[config.mk]
export PLATFORM = sky130hd
export DESIGN_NAME = cheat_loader
export DESIGN_NICKNAME = d
export VERILOG_FILES = /design/src/verilog/cart_pkg.sv /design/src/verilog/cheat_loader.sv
export SDC_FILE = /design/constraint.sdc
export NUM_CORES = 1
export LEC_CHECK = 0
export ABC_AREA = 0
export BUFFER_PORTS_ARGS = -buffer_cell sky130_fd_sc_hd__buf_2
export CELL_PAD_IN_SITES_DETAIL_PLACEMENT = 0
export CELL_PAD_IN_SITES_GLOBAL_PLACEMENT = 1
export CORE_MARGIN = 5
export CORE_UTILIZATION = 41
export CTS_CLUSTER_SIZE = 30
export DETAILED_ROUTE_END_ITERATION = 16
export GPL_TIMING_DRIVEN = 0
export PLACE_DENSITY = 0.8
export SYNTH_ARGS = -nofsm -noshare
export SYNTH_HDL_FRONTEND = slang
export SYNTH_SLANG_ARGS = --single-unit
[constraint.sdc]
create_clock -name clk_sys -period 3.65 [get_ports clk_sys]
set_clock_uncertainty 0.1 [all_clocks]
set_input_delay 0 -clock clk_sys [delete_from_list [all_inputs] [get_ports clk_sys]]
set_output_delay 0 -clock clk_sys [all_outputs]
set_load 0.01 [all_outputs]
[src/verilog/cart_pkg.sv]
// Shared constants for the cartridge core
// Clock enable, download bus, ROM write and sector request structs
// Cheat record union with byte and field views

package cart_pkg;

	localparam int CE_PERIOD = 30;
	localparam int HEADER_BYTES = 512;
	localparam logic [7:0] CHEAT_INDEX = 8'hFF;
	localparam logic [7:0] HANDHELD_INDEX = 8'd2;
	localparam int MAX_ROM_AW = 22;

	typedef struct packed {
		logic cpu;
		logic vdp;
		logic pix;
		logic sp;
	} ce_t;

	// Host download bus
	typedef struct packed {
		logic        wr;
		logic [24:0] addr;
		logic [7:0]  dout;
		logic [7:0]  index;
	} ioctl_t;

	typedef struct packed {
		logic active;
		logic start;
		logic done;
	} load_evt_t;

	typedef struct packed {
		logic [MAX_ROM_AW-1:0] mask;
		logic [MAX_ROM_AW-1:0] mask512;  // Mask with copier header removed
		logic                  sz512;
	} cart_geom_t;

	typedef struct packed {
		logic                  strobe;
		logic [MAX_ROM_AW-1:0] addr;
		logic [7:0]            data;
	} rom_wr_t;

	typedef struct packed {
		logic [31:0] lba;
		logic        rd;
		logic        wr;
	} sd_req_t;

	// Most significant field first
	typedef struct packed {
		logic [31:0] replace;
		logic [31:0] compare;
		logic [31:0] address;
		logic [31:0] flags;
	} cheat_fields_t;

	// Lane k holds download offset k
	typedef union packed {
		logic [15:0][7:0] lanes;
		cheat_fields_t    fields;
	} cheat_code_t;

endpackage

[src/verilog/cheat_loader.sv]
// Cheat record assembly from the cheat download stream

`timescale 1ns/100ps

module cheat_loader import cart_pkg::*; (
	input  logic        clk_sys,
	input  logic        reset,
	input  ioctl_t      ioctl,
	input  logic        cheat_dl,
	output cheat_code_t cheat_code,
	output logic        cheat_valid
);

	logic       code_wr;
	logic [3:0] lane;

	assign code_wr = cheat_dl & ioctl.wr;
	assign lane = ioctl.addr[3:0];

	always_ff @(posedge clk_sys) begin
		if (code_wr)
			cheat_code.lanes[lane] <= ioctl.dout;

		if (reset)
			cheat_valid <= 1'b0;
		else
			cheat_valid <= code_wr && lane == 4'hF;  // Last byte completes the record
	end

endmodule

==> results of run 1 <==
[synth_stat cells, drive strengths merged]
cell type	instances	area share, %
dfxtp	1	0.50
edfxtp	128	96
nand2	1	0.16
nand2b	2	0.31
nand4	1	0.31
nand4b	2	0.44
nand4bb	1	0.28
nor2	12	1.1
nor3	5	0.75
[cell type report]
class	instances	area, sq um	area share, %
flip-flops and latches	129	3864	68.47
clock inverters	14	212.7	3.769
multi-input cells	24	135.1	2.395
well taps	133	166.4	2.949
repair buffers	157	850.8	15.08
clock buffers	17	414.1	7.339
[power by group through the flow]
| stage | Clock (W) | Sequential [W] | Combinational, W |
|---|---|---|---|
| 5_1_grt | 0.00187 | 0.00165 | 0.0000920 |
| 2_1_floorplan | 0 | 0.00169 | 0.00000889 |
| 3_3_place_gp | 0 | 0.00168 | 0.0000740 |
| 4_1_cts | 0.00179 | 0.00165 | 0.0000853 |
| 3_5_place_dp | 0 | 0.00168 | 0.0000758 |
| 6_report | 0.00176 | 0.00165 | 0.0000836 |
[path summary, 6_finish.rpt]
kind,end,cells after the start
max,cheat_code[11],3
min,cheat_code[89],3
[kinds of logic after synthesis]
logic type    count (synthesis)  synth area share (%)
flops                       129                 96.62
simple gates                 24                 3.379
[timing repair]
item / CTS / global route
hold buffers: 13 / 0
resized for setup: 0 / 0
endpoints found under the hold margin: 161 / 0
[through the flow]
step,std cells,cell area [sq um],setup slack (ns),utilization [%],hold WS (ns)
detailed placement,430,4886,1.694,50.69,0.07589
CTS,474,5643,1.942,58.54,0.005833
global placement,430,4886,1.679,50.69,0.07412
finish,474,5643,1.956,58.54,0.03328
global route,474,5643,1.849,58.54,0.02335
floorplan,153,3999,2.308,-,-0.03028
[registers in the layout, summed over array words and instances, names as in the netlist]
signal       count
cheat_code     128
cheat_valid      1
[layer usage]
layer | wire, um | track usage (%) | vias up
li1 | - | - | 970
met1 | 3733 | 19.47 | 1065
met2 | 4564 | 26.13 | 98
met3 | 729 | 6.572 | 2
met4 | 24 | 4.058 | 0
met5 | 0 | 0 | -
==> summary.log, run 1 <==
[global_route] via count of the first global-routing pass 2281
[pwr] leakage power figure 2.124 nW
[clock_tree] root buffer cell sky130_fd_sc_hd__clkbuf_8
[clock_tree] H-tree level count 4
[clock_tree] clock buffers created by TritonCTS 17
[pwr] share of total power in the clock network 50.4%
[finish] antenna fix cells 0
[worst_setup_path] worst path arrival time 1.69 ns
[die] Core Region 9639 sq um
[clock_tree] # Post-CTS Setup Buffers 0
[synthesis] number of distinct library cells after synthesis 10
[timing] setup repair after global routing missed its margin no
[clock_tree] number of clock sinks 129
[global_route] first-pass GRT wire length 13290 um
[worst_setup_path] worst-path cell chain dlygate4sd3_1 > buf_2 > nor3_1
[clock_tree] CTS tree done
[synthesis] FF+latch count, synth 129
[worst_setup_path] number of buffers and inverters on the critical path 2
[worst_setup_path] critical path's top delay family simple AND/OR/NAND/NOR gates
[pwr] cell internal power dissipation 0.002847 W
[timing] Worst Tran Pin Value 1.217 ns
[worst_setup_path] required time worst endpoint 3.65 ns
[pwr] worst-case vdd ir drop 0.0003498 V
[outcome] run status finished, final reports clean
[routing] drt initial violations 78
[place] routability-driven placement congestion ratio 0.7234
[finish] final net count 374
[timing] share of the clock period used by the worst path 46.40%
[timing] minimum clock period after layout 1.694 ns
[global_route] antenna violations before repair 0
[worst_setup_path] Critical Path Fanout Max 8
[timing] fmax 0.5905 GHz
[worst_setup_path] launch point of the critical path ioctl[18]
[routing] wire per inst 19.09 um
[worst_setup_path] startpoint type of the worst setup path input pin
[finish] most common library cell in the layout ignoring fill and taps sky130_fd_sc_hd__buf_2
[worst_setup_path] worst-path cell with the longest stage delay sky130_fd_sc_hd__nor3_1
[synthesis] cell area after technology mapping 3999 sq um
[synthesis] Avg Cell Area, Syn 26.14 sq um
[die] cell row count 36
[routing] via count 2135
[die] Die Footprint 11830 sq um
[worst_setup_path] Crit. End Element flip-flop
[place] HPWL reported at the end of detailed placement 5877 um
[flow_run] maxcap violations 0
[pwr] Final Total Pwr 0.003496 W
[pwr] share of power burned in combinational logic 2.4%
[routing] Final Routed Wirelength 9051 um
[timing] worst-case headroom to the max-slew limit 18.23%
[routing] remaining antenna violation count 0
[pwr] PwrDens 619.6 nW/um^2
[worst_setup_path] crit-path max cell delay 0.98 ns
[finish] area grow syn2layout 41.11%
[finish] total of fill cells in the finished design 778
[finish] most used cells in the layout excluding fill and tap cells 144 x sky130_fd_sc_hd__buf_2, 128 x sky130_fd_sc_hd__edfxtp_1, 16 x sky130_fd_sc_hd__clkbuf_16, 13 x sky130_fd_sc_hd__dlygate4sd3_1, 12 x sky130_fd_sc_hd__nor2_1
[synthesis] number of nets in the synthesized netlist 198
[clock_tree] number of buffers on the longest clock path 2
[global_route] overall overflow remaining after global route 0
[die] top-level I/O count 174
[hold_path] Min-Delay Startpoint ioctl[16]
[timing] total negative setup slack 0 ns
[die] DIE WIDTH 108.8 um
[hold_path] class of the tightest hold or removal check input pin to flip-flop
[global_route] pin count of the biggest net entering global routing 17
[timing] number of slew-limit violations in the final report 0
[die] starting density of the core 41.48%
[place] count of input and output buffers 144
[synthesis] cell count after synthesis 153
[pwr] Sw Ratio 18.56%
[timing] final setup violation count 0
[synthesis] sequential fraction of the synthesis area 96.62%
[finish] fraction of final layout cells sized beyond drive strength 1 51.61%
[synthesis] Yosys Warn Count 0
[die] Die Ht 108.8 um
[clock_tree] clock slew at reported path FFs 0.06 ns
[pwr] total net switching power 0.0006490 W
[worst_setup_path] critical path class input pin to flip-flop
[routing] via count normalized by instance count 4.504
[timing] final hold vios 0
[global_route] total track usage 15.84%
[routing] Pre-antenna DRT Iters 4
[pwr] sequential group share of total power 47.2%
[routing] DRC violations left 0
No activity file was read; power rests on OpenSTA's default activity.
==> run 2, diff against run 1 <==
--- a/config.mk
+++ b/config.mk
@@ -10,11 +10,11 @@
 export CELL_PAD_IN_SITES_DETAIL_PLACEMENT = 0
 export CELL_PAD_IN_SITES_GLOBAL_PLACEMENT = 1
 export CORE_MARGIN = 5
-export CORE_UTILIZATION = 41
+export CORE_UTILIZATION = 38
 export CTS_CLUSTER_SIZE = 30
 export DETAILED_ROUTE_END_ITERATION = 16
 export GPL_TIMING_DRIVEN = 0
-export PLACE_DENSITY = 0.8
+export PLACE_DENSITY = 0.75
 export SYNTH_ARGS = -nofsm -noshare
 export SYNTH_HDL_FRONTEND = slang
 export SYNTH_SLANG_ARGS = --single-unit
==> constraint.sdc (replaced) <==
create_clock -name clk_sys -period 1.6 [get_ports clk_sys]
set_clock_uncertainty 0.1 [all_clocks]
set_input_delay 0 -clock clk_sys [delete_from_list [all_inputs] [get_ports clk_sys]]
set_output_delay 0 -clock clk_sys [all_outputs]
set_load 0.01 [all_outputs]
==> run 2 against run 1 <==
Wire length is 0.46% lower. Worst hold slack worse by 0.081 ns. Cell area is 2.0% lower. Power is 110% higher. Critical path type unchanged. Worst setup slack worse by 1.7 ns. Largest power group is now sequential cells. First-iteration DRC count is 28% higher. Largest cell class unchanged. Clock-buffer cell count is 1 higher. The flow now finishes with violations (hold timing). Die area is 7.1% higher.
==> summary.log, run 2 (synthesis results as in run 1) <==
[finish] Finished Cell Area 5529 sq um
[global_route] overall overflow remaining after global route 0
[pwr] PwrDens 1350 nW/um^2
[worst_setup_path] startpoint type of the worst setup path input pin
[worst_setup_path] required time worst endpoint 1.60 ns
[pwr] Final Total Pwr 0.007467 W
[die] Die Ht 112.6 um
[pwr] sequential group share of total power 50.5%
[die] top-level I/O count 174
[timing] fmax 0.7548 GHz
[pwr] Sw Ratio 18.07%
[clock_tree] hold buffer count at cts 10
[hold_path] class of the tightest hold or removal check input pin to flip-flop
[finish] total of fill cells in the finished design 842
[routing] drt initial violations 100
[pwr] share of power burned in combinational logic 2.5%
[finish] most used cells in the layout excluding fill and tap cells 144 x sky130_fd_sc_hd__buf_2, 128 x sky130_fd_sc_hd__edfxtp_1, 16 x sky130_fd_sc_hd__clkbuf_16, 12 x sky130_fd_sc_hd__nor2_1, 10 x sky130_fd_sc_hd__dlygate4sd3_1
[worst_setup_path] crit-path max cell delay 0.91 ns
[clock_tree] H-tree level count 4
[clock_tree] number of buffers on the longest clock path 2
[worst_setup_path] critical path class input pin to flip-flop
[place] HPWL reported at the end of detailed placement 5867 um
[timing] worst-case headroom to the max-slew limit 24.56%
[clock_tree] CTS tree done
[flow_run] maxcap violations 0
[worst_setup_path] worst path arrival time 1.33 ns
[pwr] cell internal power dissipation 0.006118 W
[die] Core Region 10280 sq um
[worst_setup_path] worst-path cell chain buf_2 > nand4bb_1 > nor3_1
[timing] final worst hold slack -0.04811 ns
[routing] remaining antenna violation count 0
[timing] final setup violation count 0
[worst_setup_path] worst-path cell with the longest stage delay sky130_fd_sc_hd__nor3_1
[finish] Register Area 3864 sq um
[timing] number of slew-limit violations in the final report 0
[clock_tree] root buffer cell sky130_fd_sc_hd__clkbuf_8
[timing] total negative setup slack 0 ns
[finish] area of combinational cells with multiple inputs 135.1 sq um
[worst_setup_path] Critical Path Fanout Max 8
[pwr] worst-case vdd ir drop 0.0006797 V
[place] routability-driven placement congestion ratio 0.6888
[global_route] via count of the first global-routing pass 2275
[die] Die Footprint 12670 sq um
[clock_tree] clock buffers created by TritonCTS 17
[routing] Final Routed Wirelength 9009 um
[finish] area grow syn2layout 38.27%
[hold_path] worst hold path cell count 2
[finish] fraction of final layout cells sized beyond drive strength 1 50.45%
[timing] minimum clock period after layout 1.325 ns
[global_route] total track usage 14.57%
[place] Placement Cell Area 4890 sq um
[routing] via count normalized by instance count 4.569
[die] starting density of the core 38.91%
[outcome] violated checks hold timing
[timing] final hold vios 32
[pwr] share of total power in the clock network 47.1%
[worst_setup_path] number of buffers and inverters on the critical path 1
[global_route] pin count of the biggest net entering global routing 17
[pwr] leakage power figure 2.069 nW
[timing] share of the clock period used by the worst path 82.80%
[worst_setup_path] Crit. End Element flip-flop
[global_route] antenna violations before repair 1
[clock_tree] # Post-CTS Setup Buffers 0
[routing] DRC violations left 0
[pwr] total net switching power 0.001349 W
[routing] wire per inst 19.13 um
[finish] most common library cell in the layout ignoring fill and taps sky130_fd_sc_hd__buf_2
[hold_path] Hold Crit Endpoint cheat_code[12]
[die] DIE WIDTH 112.6 um
[timing] Worst Tran Pin Value 1.123 ns
[global_route] first-pass GRT wire length 13490 um
[clock_tree] number of gates resized after cts 0
[routing] via count 2152
[clock_tree] clock slew at reported path FFs 0.05 ns
[place] count of input and output buffers 144
[finish] number of flip-flops in the largest register 128
[hold_path] Min-Delay Startpoint ioctl[19]
[worst_setup_path] critical path's top delay family simple AND/OR/NAND/NOR gates
[die] cell row count 37
[finish] antenna fix cells 0
[outcome] run status complete, but fails checks
[finish] final net count 371
[timing] setup repair after global routing missed its margin no
[routing] Pre-antenna DRT Iters 4
[clock_tree] number of clock sinks 129
==> run 2: worst max-delay path by stage <==
stage / from / endpoint / depth (start not counted)
floorplan: ioctl[17] / cheat_code[0] / 2
global placement: ioctl[17] / cheat_code[6] / 3
detailed placement: ioctl[17] / cheat_code[4] / 3
CTS: ioctl[17] / cheat_code[6] / 3
global route: ioctl[17] / cheat_code[6] / 3
finish: ioctl[17] / cheat_code[6] / 3
==> run 2: routing by layer <==
metal  share of wire, %  track usage (%)
met1                 41            17.85
met2                 48            23.18
met3                9.9            7.278
met4               0.72            3.606
met5               0.14                0
==> run 2: power groups by stage <==
stage	clock (W)	sequential [W]	combinational, W
floorplan	0	0.00386	0.0000203
global placement	0	0.00383	0.000169
detailed placement	0	0.00384	0.000171
CTS	0.00358	0.00377	0.000189
global route	0.00375	0.00377	0.000201
finish	0.00351	0.00377	0.000184
==> run 2: through the flow <==
step	setup slack, ns	util [%]	hold slack, ns	cells
finish	0.2752	53.80	-0.04811	471
global route	0.1761	53.80	-0.03425	471
CTS	0.2706	53.80	-0.06709	471
detailed placement	-0.2465	47.58	0.07615	433
global placement	-0.3055	47.58	0.07386	433
floorplan	0.2583	-	-0.03028	153
==> run 2: area by class of cell <==
cell class / count / area share [%]
Sequential cell: 129 / 69.88
Timing Repair Buffer: 154 / 14.84
Clock buffer: 18 / 7.558
Tap cell: 136 / 3.078
Multi-Input combinational cell: 24 / 2.444
Clock inverter: 10 / 2.195
==> run 3, diff against run 2 <==
--- a/config.mk
+++ b/config.mk
@@ -5,7 +5,7 @@
 export SDC_FILE = /design/constraint.sdc
 export NUM_CORES = 1
 export LEC_CHECK = 0
-export ABC_AREA = 0
+export ABC_AREA = 1
 export BUFFER_PORTS_ARGS = -buffer_cell sky130_fd_sc_hd__buf_2
 export CELL_PAD_IN_SITES_DETAIL_PLACEMENT = 0
 export CELL_PAD_IN_SITES_GLOBAL_PLACEMENT = 1
==> constraint.sdc (replaced) <==
create_clock -name clk_sys -period 1.4 [get_ports clk_sys]
set_clock_uncertainty 0.1 [all_clocks]
set_input_delay 0 -clock clk_sys [delete_from_list [all_inputs] [get_ports clk_sys]]
set_output_delay 0 -clock clk_sys [all_outputs]
set_load 0.01 [all_outputs]
==> run 3 against run 2 <==
The run now ends clean. Die area about the same. Synthesized cell count increased by 7.2%. Power increased by 12%. Sequential power increased by 14%. Global-route usage increased by 0.37 points. Wire length increased by 0.48%. Via count decreased by 0.74%. Sequential share of layout area decreased by 0.095 points. Worst hold slack improved by 0.064 ns. Non-clock buffer count increased by 2. First-iteration DRC count increased by 5.0%. Flip-flop and latch count unchanged.
==> summary.log, run 3 <==
[outcome] run status finished, final reports clean
[timing] share of the clock period used by the worst path 93.66%
[worst_setup_path] Critical Path Fanout Max 8
[timing] final hold vios 0
[synthesis] cell count after synthesis 164
[synthesis] Avg Cell Area, Syn 24.39 sq um
[synthesis] ys async rst share 0%
[clock_tree] clock buffers created by TritonCTS 17
[finish] area grow syn2layout 38.41%
[die] Die Ht 112.6 um
[synthesis] Synth Flop Type sky130_fd_sc_hd__edfxtp_1
[clock_tree] number of clock sinks 129
[routing] via count 2136
[timing] setup repair after global routing missed its margin yes
[timing] final setup violation count 0
[synthesis] main area contributors after synthesis sky130_fd_sc_hd__edfxtp_1 96%, sky130_fd_sc_hd__nor2_1 1.8%, sky130_fd_sc_hd__nand2_1 0.75%
[place] HPWL reported at the end of detailed placement 5912 um
[place] pre-CTS setup slack -0.09448 ns
[synthesis] Yosys Warn Count 0
[pwr] Final Total Pwr 0.008353 W
[hold_path] class of the tightest hold or removal check input pin to flip-flop
[worst_setup_path] Crit. End Element flip-flop
[die] Core Region 10280 sq um
[global_route] first-pass GRT wire length 13590 um
[finish] antenna fix cells 0
[synthesis] cell area after technology mapping 4000 sq um
[timing] number of slew-limit violations in the final report 0
[worst_setup_path] required time worst endpoint 1.43 ns
[routing] Pre-antenna DRT Iters 4
[routing] via count normalized by instance count 4.377
[global_route] total track usage 14.94%
[clock_tree] number of buffers on the longest clock path 2
[clock_tree] root buffer cell sky130_fd_sc_hd__clkbuf_8
[clock_tree] clock slew at reported path FFs 0.05 ns
[hold_path] worst hold path cell count 3
[place] count of input and output buffers 144
[global_route] via count of the first global-routing pass 2276
[hold_path] Min-Delay Startpoint ioctl[19]
[die] DIE WIDTH 112.6 um
[routing] drt initial violations 105
[finish] Finished Cell Area 5537 sq um
[die] top-level I/O count 174
[synthesis] number of distinct library cells after synthesis 7
[timing] final worst hold slack 0.01624 ns
[timing] fmax 0.7626 GHz
[flow_run] maxcap violations 0
[pwr] worst-case vdd ir drop 0.0006595 V
[die] starting density of the core 38.92%
[pwr] PwrDens 1509 nW/um^2
[place] Placement Cell Area 4891 sq um
[finish] most used cells in the layout excluding fill and tap cells 144 x sky130_fd_sc_hd__buf_2, 128 x sky130_fd_sc_hd__edfxtp_1, 19 x sky130_fd_sc_hd__nor2_1, 16 x sky130_fd_sc_hd__clkbuf_16, 12 x sky130_fd_sc_hd__dlygate4sd3_1
[synthesis] sequential fraction of the synthesis area 96.59%
[worst_setup_path] critical path class input pin to flip-flop
[clock_tree] H-tree level count 4
[synthesis] dominant cell type by area after synthesis sky130_fd_sc_hd__edfxtp_1
[pwr] leakage power figure 2.126 nW
[finish] most common library cell in the layout ignoring fill and taps sky130_fd_sc_hd__buf_2
[clock_tree] CTS tree done
[finish] final net count 384
[synthesis] count leader, synth sky130_fd_sc_hd__edfxtp_1
[synthesis] FF+latch count, synth 129
[timing] Worst Setup Slack, final 0.08872 ns
[routing] DRC violations left 0
[finish] number of flip-flops in the largest register 128
[clock_tree] # Post-CTS Setup Buffers 0
[worst_setup_path] startpoint type of the worst setup path input pin
[global_route] overall overflow remaining after global route 0
[timing] minimum clock period after layout 1.311 ns
[finish] fraction of final layout cells sized beyond drive strength 1 48.86%
[routing] remaining antenna violation count 0
[timing] Worst Tran Pin Value 0.7675 ns
[routing] Final Routed Wirelength 9052 um
[global_route] pin count of the biggest net entering global routing 17
[place] routability-driven placement congestion ratio 0.7143
[timing] total negative setup slack 0 ns
[global_route] antenna violations before repair 0
[worst_setup_path] worst path arrival time 1.34 ns
[hold_path] Hold Crit Endpoint cheat_code[64]
[synthesis] Commonest cells post-synth 128 x sky130_fd_sc_hd__edfxtp_1, 19 x sky130_fd_sc_hd__nor2_1, 8 x sky130_fd_sc_hd__nand2_1, 5 x sky130_fd_sc_hd__inv_1, 2 x sky130_fd_sc_hd__nand3_1
[timing] worst-case headroom to the max-slew limit 48.65%
[synthesis] number of nets in the synthesized netlist 209
[synthesis] count of flip-flops with a built-in enable after synthesis 128
[synthesis] portion of synthesized cell area occupied by the leading cell type 96.09%
[die] Die Footprint 12680 sq um
[routing] wire per inst 18.55 um
[die] cell row count 37
-- run 3: how the worst max path moves through the flow --
stage / startpoint / end / cells after the start
2_1_floorplan: cheat_dl / cheat_code[104] / 4
3_3_place_gp: cheat_dl / cheat_code[115] / 5
3_5_place_dp: cheat_dl / cheat_code[111] / 5
4_1_cts: ioctl[19] / cheat_code[112] / 4
5_1_grt: ioctl[18] / cheat_code[112] / 4
6_report: ioctl[19] / cheat_code[112] / 4
-- run 3: power breakdown --
group          switching (W)  internal [W]  total (W)  leakage, nW
clock network        0.00141       0.00242    0.00383        0.266
logic               0.000147     0.0000668   0.000213        0.699
registers         0.00000990       0.00430    0.00431         1.16
total                0.00157       0.00678    0.00835         2.13
-- run 3: worst max-delay path: stages --
cell and delay (ns):
sky130_fd_sc_hd__buf_2 0.09, sky130_fd_sc_hd__dlygate4sd3_1 0.56, sky130_fd_sc_hd__nand2_2 0.08, sky130_fd_sc_hd__nor2_1 0.61
-- run 3: logic make-up (layout without fill, tap and decap cells) --
| logic type | count (synthesis) | count (layout) | share of synthesized area (%) |
|---|---|---|---|
| buf+inv | 5 | 193 | 0.4692 |
| simple gates | 30 | 30 | 2.940 |
| flops | 129 | 129 | 96.59 |
-- run 3: timing repair --
| action | CTS | global route |
|---|---|---|
| hold endpoints to repair | 153 | 0 |
| gates resized for setup | 0 | 0 |
| setup endpoints to repair | 0 | 14 |
| hold buffers | 12 | 0 |
-- run 3: per-stage QoR --
step / instances / util, %
floorplan: 164 / -
global placement: 444 / 47.59
detailed placement: 444 / 47.59
CTS: 488 / 53.87
global route: 488 / 53.87
finish: 488 / 53.87
-- run 3: metal layers --
| layer | global-route usage (%) | up-vias | share of wire, % |
|---|---|---|---|
| li1 | - | 985 | - |
| met1 | 18.36 | 1045 | 41 |
| met2 | 23.38 | 99 | 49 |
| met3 | 6.846 | 7 | 9.1 |
| met4 | 5.288 | 0 | 0.75 |
| met5 | 0 | - | 0 |
-- run 3: layout make-up --
type	count	area, sq um
Clock inverter	8	65.06
Multi-Input combinational cell	30	117.6
Clock buffer	24	460.4
Tap cell	136	170.2
Timing Repair Buffer	156	840.8
Sequential cell	129	3864
Fill cell	865	4741
Inverter	5	18.77
